<file path="src/hdl/e100_pkg.sv">
// shared word, opcode, state and bus-select types for the e100 core, imported by RTL and testbench
package e100_pkg;

    // one machine word, used for memory, registers and the bus
    typedef logic [31:0] word_t;

    // instruction encodings; anything unlisted executes as halt
    typedef enum word_t {
        op_halt = 32'd0,
        op_add  = 32'd1,
        op_sub  = 32'd2,
        op_cp   = 32'd5,
        op_and  = 32'd6,
        op_or   = 32'd7,
        op_not  = 32'd8,
        op_be   = 32'd13,
        op_bne  = 32'd14,
        op_blt  = 32'd15
    } opcode_t;

    // controller states
    typedef enum logic [4:0] {
        st_idle,
        st_fetch1, st_fetch2, st_fetch3, st_fetch4,
        st_fetch5, st_fetch6, st_fetch7, st_fetch8,
        st_decode,
        st_halted,
        st_exec1, st_exec2, st_exec3, st_exec4, st_exec5, st_exec6,
        st_branch_test,
        st_branch_take
    } state_t;

    // source that drives the shared bus
    typedef enum logic [3:0] {
        sel_zero,
        sel_iar,
        sel_plus1,
        sel_arg1,
        sel_arg2,
        sel_arg3,
        sel_memory,
        sel_add,
        sel_sub,
        sel_and,
        sel_or,
        sel_not
    } bus_sel_t;

    // four-phase host port sequencer
    typedef enum logic [1:0] {
        host_idle,
        host_busy,
        host_ack,
        host_drop
    } host_state_t;

    // fixed cycle counts per instruction
    localparam int fetch_cycles       = 9;
    localparam int alu_exec_cycles    = 6;
    localparam int move_exec_cycles   = 4;
    localparam int branch_exec_cycles = 5;
    localparam int branch_take_cycles = 6;
    localparam int halt_cycles        = 1;

endpackage

</file>
<file path="src/hdl/e100_datapath.sv">
// e100 datapath: program counter, operand and instruction registers, bus mux, logic unit and compare
`timescale 1ns/1ps

module e100_datapath import e100_pkg::*; #(
    parameter int ADDR_WIDTH = 8
) (
    input  logic     clock,
    input  logic     reset,
    input  logic     iar_write,
    input  logic     op1_write,
    input  logic     op2_write,
    input  logic     opcode_write,
    input  logic     arg1_write,
    input  logic     arg2_write,
    input  logic     arg3_write,
    input  bus_sel_t bus_sel,
    input  word_t    mem_data,
    output word_t    bus,
    output opcode_t  opcode,
    output logic     equal,
    output logic     less_than
);

    // pc only spans the memory, so it wraps at the top address
    logic [ADDR_WIDTH-1:0] iar;
    logic [ADDR_WIDTH-1:0] iar_plus1;
    word_t                 op1;
    word_t                 op2;
    word_t                 opcode_reg;
    word_t                 arg1;
    word_t                 arg2;
    word_t                 arg3;

    assign iar_plus1 = iar + 1'b1;

    always_ff @(posedge clock) begin
        if (reset) begin
            iar <= '0;
        end else if (iar_write) begin
            iar <= bus[ADDR_WIDTH-1:0];
        end
    end

    always_ff @(posedge clock) begin
        if (op1_write) begin
            op1 <= bus;
        end
        if (op2_write) begin
            op2 <= bus;
        end
        if (opcode_write) begin
            opcode_reg <= bus;
        end
        if (arg1_write) begin
            arg1 <= bus;
        end
        if (arg2_write) begin
            arg2 <= bus;
        end
        if (arg3_write) begin
            arg3 <= bus;
        end
    end

    always_comb begin
        case (bus_sel)
            sel_iar:    bus = word_t'(iar);
            sel_plus1:  bus = word_t'(iar_plus1);
            sel_arg1:   bus = arg1;
            sel_arg2:   bus = arg2;
            sel_arg3:   bus = arg3;
            sel_memory: bus = mem_data;
            sel_add:    bus = op1 + op2;
            sel_sub:    bus = op1 - op2;
            sel_and:    bus = op1 & op2;
            sel_or:     bus = op1 | op2;
            sel_not:    bus = ~op1;
            default:    bus = '0;
        endcase
    end

    // unknown encodings fall back to halt
    always_comb begin
        case (opcode_reg)
            op_add, op_sub, op_cp, op_and, op_or, op_not, op_be, op_bne, op_blt: begin
                opcode = opcode_t'(opcode_reg);
            end
            default: begin
                opcode = op_halt;
            end
        endcase
    end

    assign equal     = (op1 == op2);
    assign less_than = (op1 < op2);

endmodule

</file>
<file path="config.mk">
export PLATFORM = sky130hd
export DESIGN_NAME = e100_datapath
export DESIGN_NICKNAME = d
export VERILOG_FILES = /design/src/hdl/e100_pkg.sv /design/src/hdl/e100_datapath.sv
export SDC_FILE = /design/constraint.sdc
export NUM_CORES = 1
export LEC_CHECK = 0
export BUFFER_PORTS_ARGS = -buffer_cell sky130_fd_sc_hd__buf_2
export CAP_MARGIN = 10
export CORE_MARGIN = 2
export CORE_UTILIZATION = 29
export DETAILED_ROUTE_END_ITERATION = 8
export HOLD_SLACK_MARGIN = 0.08
export PLACE_DENSITY = 0.56
export SYNTH_ARGS = -nofsm -noshare
export SYNTH_HDL_FRONTEND = slang
export SYNTH_SLANG_ARGS = --single-unit
</file>
<file path="constraint.sdc">
create_clock -name clock -period 4.5 [get_ports clock]
set_input_delay 0.9 -clock clock [delete_from_list [all_inputs] [get_ports clock]]
set_output_delay 0.9 -clock clock [all_outputs]
set_load 0.01 [all_outputs]
</file>
## Word level (Yosys, flattened, before mapping)

Index checks and enable logic that the tools add are counted.

| storage, ports and cells | value |
|---|---|
| register bits | 200 |
| input bits | 45 |

| operators by class | value |
|---|---|
| add/sub/neg operators | 3 |
| order comparisons | 1 |
| equality and inequality tests | 21 |
| multiplexer cells | 2 |
| bitwise logic cells | 3 |
| reductions and logical operators | 1 |

Operators by type and width:

| operator | number |
|---|---|
| 32-bit one-hot mux with 11 select lines | 1 |
| 32-bit by 4-bit == test with 1-bit output, second input constant | 4 |
| 32-bit by 3-bit == test with 1-bit output, second input constant | 3 |
| 32-bit adder | 1 |
| 32-bit bitwise AND | 1 |
| 32-bit by 1-bit == test with 1-bit output, second input constant | 1 |
| 32-bit by 2-bit == test with 1-bit output, second input constant | 1 |
| 32-bit == test | 1 |
| 32-bit less-than comparator | 1 |
| 32-bit two-way mux | 1 |
| 32-bit NOT | 1 |
| 32-bit bitwise OR | 1 |
| 32-bit subtractor | 1 |
| 4-bit by 3-bit == test with 1-bit output, second input constant | 4 |
| 4-bit == test, second input constant | 4 |
| 9-bit OR reduction | 1 |
| 8-bit by 1-bit adder with 8-bit output, second input constant | 1 |
| 4-bit by 2-bit == test with 1-bit output, second input constant | 2 |
| 4-bit by 1-bit == test with 1-bit output, second input constant | 1 |

## Longest topological paths before layout

| logic depth | value |
|---|---|
| word-level depth | 3 |
| mapped depth | 13 |
| depth with buffers taken out | 13 |

## Worst setup path after synthesis

OpenSTA, ideal clock, no wires.

| timing path | value |
|---|---|
| path kind | reg2out |
| from | register op1[3] |
| to | output bus[29] |
| data arrival time | 3,187 ps |
| data required time | 3,600 ps |
| path slack | 413 ps |
| cell stages (with the launch flop) | 14 |
| buffers on the path | 1 |
| cells stage by stage | edfxtp_1 > inv_1 > ha_1 > buf_4 > nor3b_1 > or3_1 > or2_4 > a221o_1 > a211oi_2 > o31ai_1 > a211oi_2 > mux2_1 > a221oi_1 > nor2_2 |

| on the way | value |
|---|---|
| longest elaborated chain between the ends | 2 |
| elaborated cells between the ends (all ways) | 3 |
| classes of those cells | 2 x add/sub; 1 x mux |

RTL lines:

| item | line | RTL |
|---|---|---|
| start, declared | e100_datapath.sv:27 | `word_t op1;` |
| start signal, assigned | e100_datapath.sv:46 | `op1 <= bus;` |
| 32-bit subtractor or 32-bit adder (tied branches) | e100_datapath.sv:74, e100_datapath.sv:73 |  |
| 32-bit one-hot mux with 11 select lines (*) | e100_datapath.sv:66 | `case (bus_sel)` |
| end, declared | e100_datapath.sv:18 | `output word_t bus,` |

Mark *: on every way between the ends. The rest lies on a longest branch, timed or not.

## Worst setup path in the final report

| timing path | value |
|---|---|
| from | register op1[0] |
| to | output bus[26] |

The elaborated chain is that of the path after synthesis.

==> reports/qor_table.md <==
| Stage | Item | This run |
|:---|:---|:---|
| status | Status | finished, violations left |
| status | Violations in the final reports | negative setup slack |
| job | Max_cap viols | 0 |
| sta | Max-slew violations | 0 |
| clock network | Clock root buffer master | clkbuf_16 |
| worst setup path | Data arrival at the endpoint of the critical path | 3.77 ns |
| yosys | Combinational family with the most area after synthesis | compound AO/OA/AOI/OAI gates |
| yosys | Leading post-synthesis cells by cell area | edfxtp_1 (46%), ha_1 (11%), a21oi_1 (3.8%), nor2_1 (2.8%), inv_1 (2.7%) |
| yosys | Sequential fraction of the synthesis area | 47.2% |
| clock network | Number of clock sinks | 200 |
| routing | Pre-antenna DRT Iters | 6 |
| clock network | Clock input transition at the sequential cells of the worst setup and hold paths | 0.08 ns |
| layout | Final-stage net count | 1,531 |
| layout | Antenna cells | 0 |
| yosys | Number of warnings reported in the yosys synthesis log | 0 |
| yosys | Compound-cell area share of the yosys netlist | 21.3% |
| yosys | Multiplexer fraction of the synthesized cell area | 1.57% |
| power | PwrDens | 439 nW/um2 |
| power | Standby leakage power | 0.00609 uW |
| yosys | Post-synthesis async set-or-reset flop share | 0% |
| power | Clock network fraction of design power | 23.6% |
| worst setup path | Sort of element at the end of the critical path | output port |
| yosys | XOR/XNOR share of the synthesized area | 1.05% |
| clock network | Num CTS Buffers | 17 |
| placed design | Port-buffer cells | 82 |
| routing | First DRT Iteration DRCs | 841 |
| placed design | Final RePlAce weighted congestion | 0.927 |
| global routing | Global-route wire length before repair | 66,000 um |
| worst setup path | Category of the most critical setup path | register to output port |
| sta | Final hold violation count | 0 |
| yosys | Most area-hungry cell type in the Yosys netlist | edfxtp_1 |
| routing | Routed Antenna Nets | 0 |
| power | Worst IR Drop VDD | 0.315 mV |
| min path | Hold WC Path Type | register to register |
| sta | Minimum clock period | 4.67 ns |
| yosys | EDFF count, synth | 192 |
| floorplan | Height of the die | 212 um |
| global routing | Global route overflow | 0 |
| yosys | Average instance area after synthesis | 10.2 um2 |
| sta | RSZ-0062 raised after global routing | true |
| floorplan | Die area | 44,900 um2 |
| floorplan | Core Rows | 76 |
| yosys | Netlist Area Pre-Place | 12,500 um2 |
| worst setup path | Critical path startpoint category | register |
| floorplan | Boundary pin count | 111 |
| layout | Growth of design area from synthesis to finish | 21.5% |
| yosys | Number of standard cells after synthesis | 1,227 |
| power | Power after layout | 6700 uW |
| sta | Hold WS | 0.574 ns |
| worst setup path | Required time of the critical path | 3.60 ns |
| sta | Highest Clock Rate | 214 MHz |
| clock network | Clock tree from TritonCTS | built |
| power | Relative contribution of combinational cells to total power | 38.0% |
| routing | Routed length per placed instance | 22.6 um |
| placed design | DP Area | 14,000 um2 |
| sta | Transition at the pin with the smallest max-transition slack | 1.17 ns |
| routing | Post-detailed-routing wire length | 44,600 um |
| power | Reg power frac | 38.4% |
| floorplan | Initial Utilization | 29.3% |
| yosys | Unique cell type count in the Yosys netlist | 76 |
| layout | Most common cell after layout, fill and taps aside | edfxtp_1 |
| clock network | Maximum root-to-sink buffer count | 2 |
| clock network | Clk_lat worst skew | 0.46 ns |
| placed design | Worst slack after detailed placement | -0.0938 ns |
| worst setup path | Max Fanout on Critical Path | 4 |
| floorplan | Core Footprint | 42,900 um2 |
| yosys | Synthesized-area fraction occupied by adder cells | 11.1% |
| power | Internal Dissipation | 4260 uW |
| clock network | Deepest level of the CTS H-tree | 4 |
| sta | Worst Clk Skew | 0.0174 ns |
| yosys | Register bit count reported by yosys | 200 |
| sta | Final setup violation count | 10 |
| yosys | Yosys top cell area share | 46.0% |
| global routing | Initial antenna violation count | 0 |
| yosys | Area fraction in and, or, nand and nor cells after synthesis | 10.9% |
| floorplan | Die X-Extent | 212 um |
| routing | Via-to-Cell Ratio | 5.41 |
| layout | Fin area | 15,200 um2 |
| clock network | Total of hold buffers inserted after clock tree synthesis | 0 |
| layout | Core Util, Final | 35.5% |
| yosys | Ys flop type | edfxtp_1 |
| sta | Worst Setup Slack, final | -0.169 ns |
| layout | Fraction of final layout cells sized beyond drive strength 1 | 23.3% |
| global routing | Pin count of the biggest net entering global routing | 33 |
| sta | Period Utilization, post-route | 104% |
| routing | Via count | 10,700 |
| placed design | Post-DP HPWL | 31,300 um |
| sta | Relative max-transition margin | 21.8% |
| power | Fraction of power spent switching nets | 36.4% |
| global routing | Via count of the first global-routing pass | 10,600 |
| layout | Commonest cells after routing, fill and taps aside | edfxtp_1 (192), buf_4 (115), ha_1 (97) |
| global routing | All-Layer GR Usage | 19.8% |
| power | Net switching power | 2430 uW |
| routing | DR DRC count | 0 |
## timing repair
action                     CTS  global route
hold endpoints to repair     0             0
setup endpoints to repair   17            22
pin swaps                   31            23
gates resized for setup     53            30
setup buffers               13            13
## logic make-up after synthesis
| kind of cell | Yosys count |
|---|---|
| AO/OA/AOI/OAI | 393 |
| XOR/XNOR | 15 |
| adder cells (fa/ha/maj) | 110 |
| buffers and inverters | 196 |
| flip-flops | 200 |
| multiplexers | 19 |
| other | 1 |
| AND/OR/NAND/NOR | 293 |
## metrics by stage
step                TNS (ns)  instances
CTS                    -1.07       1961
detailed placement    -0.228       1916
finish                -0.951       1974
global placement     -0.0106       1916
global route           -3.43       1974
floorplan                  0       1254
## worst paths after layout
path	start	endpoint	slack [ns]	cells after the start
worst max-delay path	op1[0]	bus[26]	-0.17	15
worst min-delay path	iar[7]	iar[7]	0.57	2
worst max register to register	op1[0]	arg3[26]	0.89	15
worst min register to register	iar[7]	iar[7]	0.57	2
## worst max-delay path: stages (launching register included)
cell	delay [ns]
edfxtp_1	0.45
ha_4	0.20
fa_2	0.37
a211o_1	0.31
a211oi_2	0.22
buf_4	0.16
o311a_4	0.18
nor4_4	0.05
a311o_2	0.45
a31oi_4	0.21
buf_6	0.13
o2bb2ai_2	0.05
nor3_1	0.17
nor3_1	0.06
buf_4	0.18
buf_6	0.12
## layout make-up
| class | instances | area, um2 |
|---|---|---|
| Clock buffer | 20 | 447 |
| Clock inverter | 12 | 141 |
| Fill cell | 4280 | 27600 |
| Inverter | 98 | 368 |
| Multi-Input combinational cell | 858 | 6270 |
| Sequential cell | 200 | 5930 |
| Tap cell | 585 | 732 |
| Timing Repair Buffer | 201 | 1350 |
## cell usage after synthesis, drive strengths merged, types with 9 or more instances
library cell and instances:
o22ai 14, a22oi 25, and2 13, nor2 96
a21oi 95, o21bai 17, nand2 80, inv 98
a211oi 9, a21o 14, edfxtp 192, nand4 9
xnor2 13, a41oi 9, buf 47, nor3 16
a221oi 36, a31oi 14, nand3 22, mux2i 14
o211ai 15, clkbuf 51, ha 108, o21ai 72
nor4 16
## power groups by stage
stage | clock, uW | sequential [uW] | combinational, uW
finish | 1580 | 2570 | 2550
global route | 1680 | 2600 | 2770
CTS | 1600 | 2570 | 2390
detailed placement | 0 | 2610 | 2220
global placement | 0 | 2600 | 2210
floorplan | 0 | 2570 | 1370
## layer usage
layer  track usage [%]  vias to the layer above  wire [um]
li1                  -                     4842          -
met1              26.9                     5386      19500
met3              3.50                       55       2980
met2              32.1                      404      20900
met5                 0                        -          0
met4              6.17                        0       1110
Power figures use the tool's default switching activity.
