[src/hdl/e100_pkg.sv]
// shared word, opcode, state and bus-select types for the e100 core, imported by RTL and testbench
package e100_pkg;

    // one machine word, used for memory, registers and the bus
    typedef logic [31:0] word_t;

    // instruction encodings; anything unlisted executes as halt
    typedef enum word_t {
        op_halt = 32'd0,
        op_add  = 32'd1,
        op_sub  = 32'd2,
        op_cp   = 32'd5,
        op_and  = 32'd6,
        op_or   = 32'd7,
        op_not  = 32'd8,
        op_be   = 32'd13,
        op_bne  = 32'd14,
        op_blt  = 32'd15
    } opcode_t;

    // controller states
    typedef enum logic [4:0] {
        st_idle,
        st_fetch1, st_fetch2, st_fetch3, st_fetch4,
        st_fetch5, st_fetch6, st_fetch7, st_fetch8,
        st_decode,
        st_halted,
        st_exec1, st_exec2, st_exec3, st_exec4, st_exec5, st_exec6,
        st_branch_test,
        st_branch_take
    } state_t;

    // source that drives the shared bus
    typedef enum logic [3:0] {
        sel_zero,
        sel_iar,
        sel_plus1,
        sel_arg1,
        sel_arg2,
        sel_arg3,
        sel_memory,
        sel_add,
        sel_sub,
        sel_and,
        sel_or,
        sel_not
    } bus_sel_t;

    // four-phase host port sequencer
    typedef enum logic [1:0] {
        host_idle,
        host_busy,
        host_ack,
        host_drop
    } host_state_t;

    // fixed cycle counts per instruction
    localparam int fetch_cycles       = 9;
    localparam int alu_exec_cycles    = 6;
    localparam int move_exec_cycles   = 4;
    localparam int branch_exec_cycles = 5;
    localparam int branch_take_cycles = 6;
    localparam int halt_cycles        = 1;

endpackage

[src/hdl/e100_control.sv]
// e100 controller FSM: walks fetch, decode and execute and drives the datapath and memory strobes
`timescale 1ns/1ps

module e100_control import e100_pkg::*; (
    input  logic     clock,
    input  logic     reset,
    input  logic     run,
    input  opcode_t  opcode,
    input  logic     equal,
    input  logic     less_than,
    output logic     iar_write,
    output logic     op1_write,
    output logic     op2_write,
    output logic     opcode_write,
    output logic     arg1_write,
    output logic     arg2_write,
    output logic     arg3_write,
    output bus_sel_t bus_sel,
    output logic     address_write,
    output logic     memory_write,
    output logic     running,
    output logic     halted
);

    state_t state;
    state_t next_state;
    logic   branch_taken;
    logic   is_branch;
    logic   short_op;

    always_comb begin
        case (opcode)
            op_be:   branch_taken = equal;
            op_bne:  branch_taken = !equal;
            op_blt:  branch_taken = less_than;
            default: branch_taken = 1'b0;
        endcase
    end

    assign is_branch = (opcode == op_be) || (opcode == op_bne) || (opcode == op_blt);
    // not and cp skip the second operand load
    assign short_op = (opcode == op_not) || (opcode == op_cp);

    always_comb begin
        iar_write     = 1'b0;
        op1_write     = 1'b0;
        op2_write     = 1'b0;
        opcode_write  = 1'b0;
        arg1_write    = 1'b0;
        arg2_write    = 1'b0;
        arg3_write    = 1'b0;
        address_write = 1'b0;
        memory_write  = 1'b0;
        bus_sel       = sel_zero;
        next_state    = state;

        if (!run && state != st_idle) begin
            // run dropped, park the program counter at zero
            iar_write  = 1'b1;
            next_state = st_idle;
        end else begin
            case (state)
                st_idle: begin
                    if (run) begin
                        next_state = st_fetch1;
                    end
                end
                st_fetch1: begin
                    bus_sel       = sel_iar;
                    address_write = 1'b1;
                    next_state    = st_fetch2;
                end
                st_fetch2: begin
                    bus_sel      = sel_memory;
                    opcode_write = 1'b1;
                    next_state   = st_fetch3;
                end
                st_fetch3, st_fetch5, st_fetch7: begin
                    // step to the next instruction word
                    bus_sel       = sel_plus1;
                    iar_write     = 1'b1;
                    address_write = 1'b1;
                    next_state    = state_t'(state + 1'b1);
                end
                st_fetch4: begin
                    bus_sel    = sel_memory;
                    arg1_write = 1'b1;
                    next_state = st_fetch5;
                end
                st_fetch6: begin
                    bus_sel    = sel_memory;
                    arg2_write = 1'b1;
                    next_state = st_fetch7;
                end
                st_fetch8: begin
                    bus_sel    = sel_memory;
                    arg3_write = 1'b1;
                    next_state = st_decode;
                end
                st_decode: begin
                    // pc past the four-word instruction
                    bus_sel    = sel_plus1;
                    iar_write  = 1'b1;
                    next_state = (opcode == op_halt) ? st_halted : st_exec1;
                end
                st_halted: begin
                    next_state = st_halted;
                end
                st_exec1: begin
                    bus_sel       = sel_arg2;
                    address_write = 1'b1;
                    next_state    = st_exec2;
                end
                st_exec2: begin
                    // cp parks mem[arg2] in arg3
                    bus_sel    = sel_memory;
                    op1_write  = (opcode != op_cp);
                    arg3_write = (opcode == op_cp);
                    next_state = short_op ? st_exec5 : st_exec3;
                end
                st_exec3: begin
                    bus_sel       = sel_arg3;
                    address_write = 1'b1;
                    next_state    = st_exec4;
                end
                st_exec4: begin
                    bus_sel    = sel_memory;
                    op2_write  = 1'b1;
                    next_state = is_branch ? st_branch_test : st_exec5;
                end
                st_exec5: begin
                    bus_sel       = sel_arg1;
                    address_write = 1'b1;
                    next_state    = st_exec6;
                end
                st_exec6: begin
                    case (opcode)
                        op_add:  bus_sel = sel_add;
                        op_sub:  bus_sel = sel_sub;
                        op_and:  bus_sel = sel_and;
                        op_or:   bus_sel = sel_or;
                        op_not:  bus_sel = sel_not;
                        default: bus_sel = sel_arg3;
                    endcase
                    memory_write = 1'b1;
                    next_state   = st_fetch1;
                end
                st_branch_test: begin
                    next_state = branch_taken ? st_branch_take : st_fetch1;
                end
                st_branch_take: begin
                    bus_sel    = sel_arg1;
                    iar_write  = 1'b1;
                    next_state = st_fetch1;
                end
                default: begin
                    next_state = st_idle;
                end
            endcase
        end
    end

    always_ff @(posedge clock) begin
        if (reset) begin
            state <= st_idle;
        end else begin
            state <= next_state;
        end
    end

    assign running = (state != st_idle) && (state != st_halted);
    // halted only while the host still holds run
    assign halted = (state == st_halted) && run;

endmodule

[config.mk]
export PLATFORM = sky130hd
export DESIGN_NAME = e100_control
export DESIGN_NICKNAME = d
export VERILOG_FILES = /design/src/hdl/e100_pkg.sv /design/src/hdl/e100_control.sv
export SDC_FILE = /design/constraint.sdc
export NUM_CORES = 1
export LEC_CHECK = 0
export CORE_ASPECT_RATIO = 0.7
export CORE_MARGIN = 4
export CORE_UTILIZATION = 55
export DETAILED_ROUTE_END_ITERATION = 10
export DONT_BUFFER_PORTS = 1
export MAX_ROUTING_LAYER = met4
export PLACE_DENSITY = 0.7
export SYNTH_ARGS = -nofsm -noshare
export SYNTH_HDL_FRONTEND = slang
export SYNTH_SLANG_ARGS = --single-unit
[constraint.sdc]
create_clock -name clock -period 2.5 [get_ports clock]
set_input_delay 0.5 -clock clock [delete_from_list [all_inputs] [get_ports clock]]
set_output_delay 0.5 -clock clock [all_outputs]
set_load 0.1 [all_outputs]
==> impl_metrics.csv, run 1 <==
group,metric,value,unit
synthesis,yosysTopAreaCell,"dfxtp_1",
run_status,tool.error,"[ERROR DPL-0038] Utilization greater than 100%, impossible to legalize",
synthesis,avgSynthCellArea,6.64,um2
synthesis,syn_inst,160,
synthesis,synth_seq_cells,5,
synthesis,ys_types,53,
clocking,postCtsSetupBuffers,7,
floorplan,fp-row-count,12,
floorplan,io_pins,52,
synthesis,synth_common_cells,"20 x nor2_1, 12 x a21oi_1, 10 x nand2_1",
run_status,outcome,"did not finish",
placement,routabilityCongestion,1.01,
synthesis,post-synth-top-count-cell,"nor2_1",
run_status,stop_stage,"clock tree synthesis (4_1_cts)",
floorplan,fp.dieW,60.5,um
floorplan,die_h,44.8,um
synthesis,syn_area,1060,um2
synthesis,synthFlopType,"dfxtp_1",
synthesis,ys_seq_area_share,9.42,%
synthesis,ys_async_sr_fraction,0,%
clocking,cts_sinks,5,
clocking,ctsResizeCount,23,
synthesis,synth-edff-count,0,
placement,numPortBuffers,0,
clocking,cts_root_buf,"clkbuf_4",
clocking,clockBufferDepth,2,
synthesis,syn_nets,202,
placement,hpwl,3.42,mm
floorplan,initial_utilization,62.6,%
clocking,cts_buffers,3,
clocking,cts-hold-fix-buffers,0,
clocking,h-tree-depth,1,
synthesis,synth_top_area_share,9.42,%
synthesis,yosys_warnings,0,
synthesis,ys_top_cells_by_area,"dfxtp_1 9.4%, nor2_1 7.1%, ha_1 5.9%",
[stage by stage]
| step | instances | instance area, um2 | setup WS, ns |
|---|---|---|---|
| after global placement | 203 | 1540 | -0.0849 |
| after floorplan | 160 | 1240 | -0.598 |
| after detailed placement | 203 | 1540 | -0.202 |
[kinds of logic after synthesis]
logic type	count (synthesis)	synth area share, %
adders and majority gates	5	5.89
xor gates and xnor gates	1	0.825
DFF	5	9.42
muxes	1	0.942
AOI/OAI and AO/OA	44	28.4
and+or+nand+nor	85	46.9
buffers and inverters	19	7.66
==> run 2, diff against run 1 <==
- CORE_AREA: default -> 4 4 65 67
- CORE_ASPECT_RATIO: 0.7 -> default
- CORE_MARGIN: 4 -> default
- CORE_UTILIZATION: 55 -> default
- DIE_AREA: default -> 0 0 69 71
- MAX_ROUTING_LAYER: met4 -> default
- PLACE_DENSITY: 0.7 -> default
- PLACE_DENSITY_LB_ADDON: default -> 0.15
==> impl_metrics.csv, run 2 <==
group,metric,value,unit
synthesis,avgSynthCellArea,6.64,um2
final_layout,final_cell_mix,"31 x buf_4, 17 x nor2_1, 11 x a21oi_1",
synthesis,post-synth-top-count-cell,"nor2_1",
setup_path,cpMostUsedCell,"or4_4",
setup_path,worstPathCellList,"or4_4 -> or4_4 -> a211oi_4 -> buf_12",
timing,finClkSkew,0.00123,ns
placement,routabilityCongestion,0.903,
floorplan,die_h,71,um
final_layout,largest_register_ffs,5,
drt,wl_per_cell,16.1,um
final_layout,top_regs,"state (5)",
hold_path,whs_path_depth,3,
final_layout,largest_register,"state",
synthesis,ys_top_cells_by_area,"dfxtp_1 9.4%, nor2_1 7.1%, ha_1 5.9%",
placement,hpwl,3.24,mm
clocking,cts_tree,"built",
setup_path,crit_path_end_kind,"primary output",
setup_path,crit_fanout,4,
setup_path,r2r_slack,0.65,ns
run,maxCapViolCount,0,
global_route,grt_util_all_layers,15.5,%
floorplan,initial_utilization,29.2,%
timing,final.min_clock_period,2.58,ns
hold_path,min_path_type,"input pin to flip-flop",
synthesis,ys_async_sr_fraction,0,%
timing,setup_viol,3,
setup_path,rr_worst_depth,5,
synthesis,synthFlopType,"dfxtp_1",
clocking,cts_buffers,3,
timing,hold-worst-slack,0.527,ns
pwr,total_power,545,uW
final_layout,final_common_cell,"buf_4",
clocking,cts_root_buf,"clkbuf_8",
global_route,grt_pass1_wl,6.42,mm
final_layout,final_core_util,49.2,%
final_layout,syn2layout_area_growth,68.2,%
global_route,grt_antenna_before_repair,0,
global_route,grt_overflow_total,0,
floorplan,io_pins,52,
final_layout,layout.nets,237,
floorplan,dieArea,4900,um2
global_route,grt_max_degree,12,
drt,drcViolationCount,0,
clocking,cts-hold-fix-buffers,0,
setup_path,r2r_end,"state[1]$_SDFFE_PP0P_",
synthesis,yosys_warnings,0,
synthesis,synth-edff-count,0,
timing,slew_headroom,70.3,%
floorplan,fp-row-count,22,
run_status,outcome,"complete, but fails checks",
clocking,clockBufferDepth,2,
global_route,grt_pass1_vias,1385,
drt,vias_per_cell,5.59,
hold_path,hold_path.startpoint,"reset",
placement,numPortBuffers,0,
synthesis,synth_top_area_share,9.42,%
global_route,grt_use_met1,19.1,%
timing,final_hold_viol_count,0,
clocking,h-tree-depth,1,
drt,vias,1352,
setup_path,worstSetupPathDepth,4,
setup_path,max_stage_delay,0.56,ns
clocking,clk_latency,0.22,ns
timing,drv_slew,0,
setup_path,crit_type,"input pin to primary output",
synthesis,synth_seq_cells,5,
synthesis,syn_nets,202,
setup_path,cp-start-kind,"input pin",
setup_path,r2r_start,"state[4]$_SDFFE_PP0P_",
synthesis,syn_area,1060,um2
drt,first_pass_iters,4,
drt,drtIter0Drc,51,
setup_path,critical_path_buf_inv_count,1,
synthesis,ys_types,53,
timing,grt_setup_unrepaired,"yes",
synthesis,yosysTopAreaCell,"dfxtp_1",
setup_path,arrival,2.08,ns
global_route,grtUsageMet2,27.8,%
synthesis,syn_inst,160,
run_status,violations,"setup timing",
floorplan,coreArea,3630,um2
hold_path,min_to,"state[0]$_SDFFE_PP0P_",
setup_path,slowest_stage,"or4_4",
drt,drtAntennaViolNets,0,
synthesis,synth_common_cells,"20 x nor2_1, 12 x a21oi_1, 10 x nand2_1",
timing,fmax,388,MHz
pwr,p_per_area,305,nW/um2
setup_path,crit_family,"simple AND/OR/NAND/NOR gates",
timing,finalCritPeriodShare,103,%
synthesis,ys_seq_area_share,9.42,%
setup_path,critical_path_required,2.00,ns
clocking,cts.reportedPaths.clkPinSlew,0.04,ns
timing,setup_ws,-0.0777,ns
final_layout,antenna_cells,0,
global_route,met3_usage,2.98,%
pwr,vdd_ir_drop_max,0.000258,V
floorplan,fp.dieW,69,um
timing,worst_slew_pin_slew,0.440,ns
pwr,p_leak,0.616,nW
final_layout,drive_gt1_share,46.4,%
global_route,grt_busiest_layer,"met2",
drt,drt-total-wl,3.90,mm
clocking,cts_sinks,5,
-- run 2: cell counts after synthesis --
No cell type changed its count.
-- run 2: cells by family after synthesis --
group | after synthesis | share of synthesized area [%]
AOI/OAI and AO/OA | 44 | 28.4
xor gates and xnor gates | 1 | 0.825
DFF | 5 | 9.42
adders and majority gates | 5 | 5.89
buffers and inverters | 19 | 7.66
and+or+nand+nor | 85 | 46.9
muxes | 1 | 0.942
-- run 2: layout make-up --
type                       instances  area, um2
fill                             372       1850
multi-input combinational        136       1110
timing repair buffer              41        424
sequential                         5        113
tap                               48       60.1
clock buffer                       4       45.0
inverter                           8       35.0
-- run 2: routing by layer --
metal | routed length (um) | share of wire, % | vias to the layer above
li1 | - | - | 666
met1 | 1640 | 42 | 620
met2 | 1940 | 50 | 60
met3 | 271 | 7.0 | 6
met4 | 38 | 0.98 | 0
met5 | 0 | 0 | -
-- run 2: timing repair --
item / CTS / global route
setup buffers: 7 / 0
pin swaps: 7 / 2
setup endpoints to repair: 5 / 6
gates resized for setup: 20 / 6
-- run 2: power breakdown --
group	leakage, nW	internal [mW]	switching (mW)
combinational	0.550	0.123	0.184
clock	0.0228	0.109	0.0382
sequential	0.0433	0.0835	0.00790
-- run 2: worst max-delay path by stage --
stage | start | to | slack (ns)
3_3_place_gp | opcode[5] | arg3_write | -0.07
5_1_grt | opcode[9] | arg3_write | -0.15
4_1_cts | opcode[6] | arg3_write | -0.08
3_5_place_dp | opcode[9] | arg3_write | -0.1
6_report | opcode[6] | arg3_write | -0.08
2_1_floorplan | opcode[5] | arg3_write | -0.60
-- run 2: worst reg2reg max path, stage by stage (launching register included) --
cell	delay, ns
dfxtp_1	0.56
inv_1	0.14
nor4b_1	0.47
nand2_1	0.15
o221a_1	0.23
a32oi_1	0.21
-- run 2: through the flow --
stage               cell area [um2]  setup TNS (ns)  setup slack (ns)  instances
CTS                            1770          -0.111           -0.0788        242
floorplan                      1240           -1.24            -0.598        160
global placement               1590          -0.228           -0.0723        231
global route                   1790          -0.448            -0.151        242
detailed placement             1590          -0.308           -0.0993        231
finish                         1790          -0.124           -0.0777        242
Power figures use the tool's default switching activity.
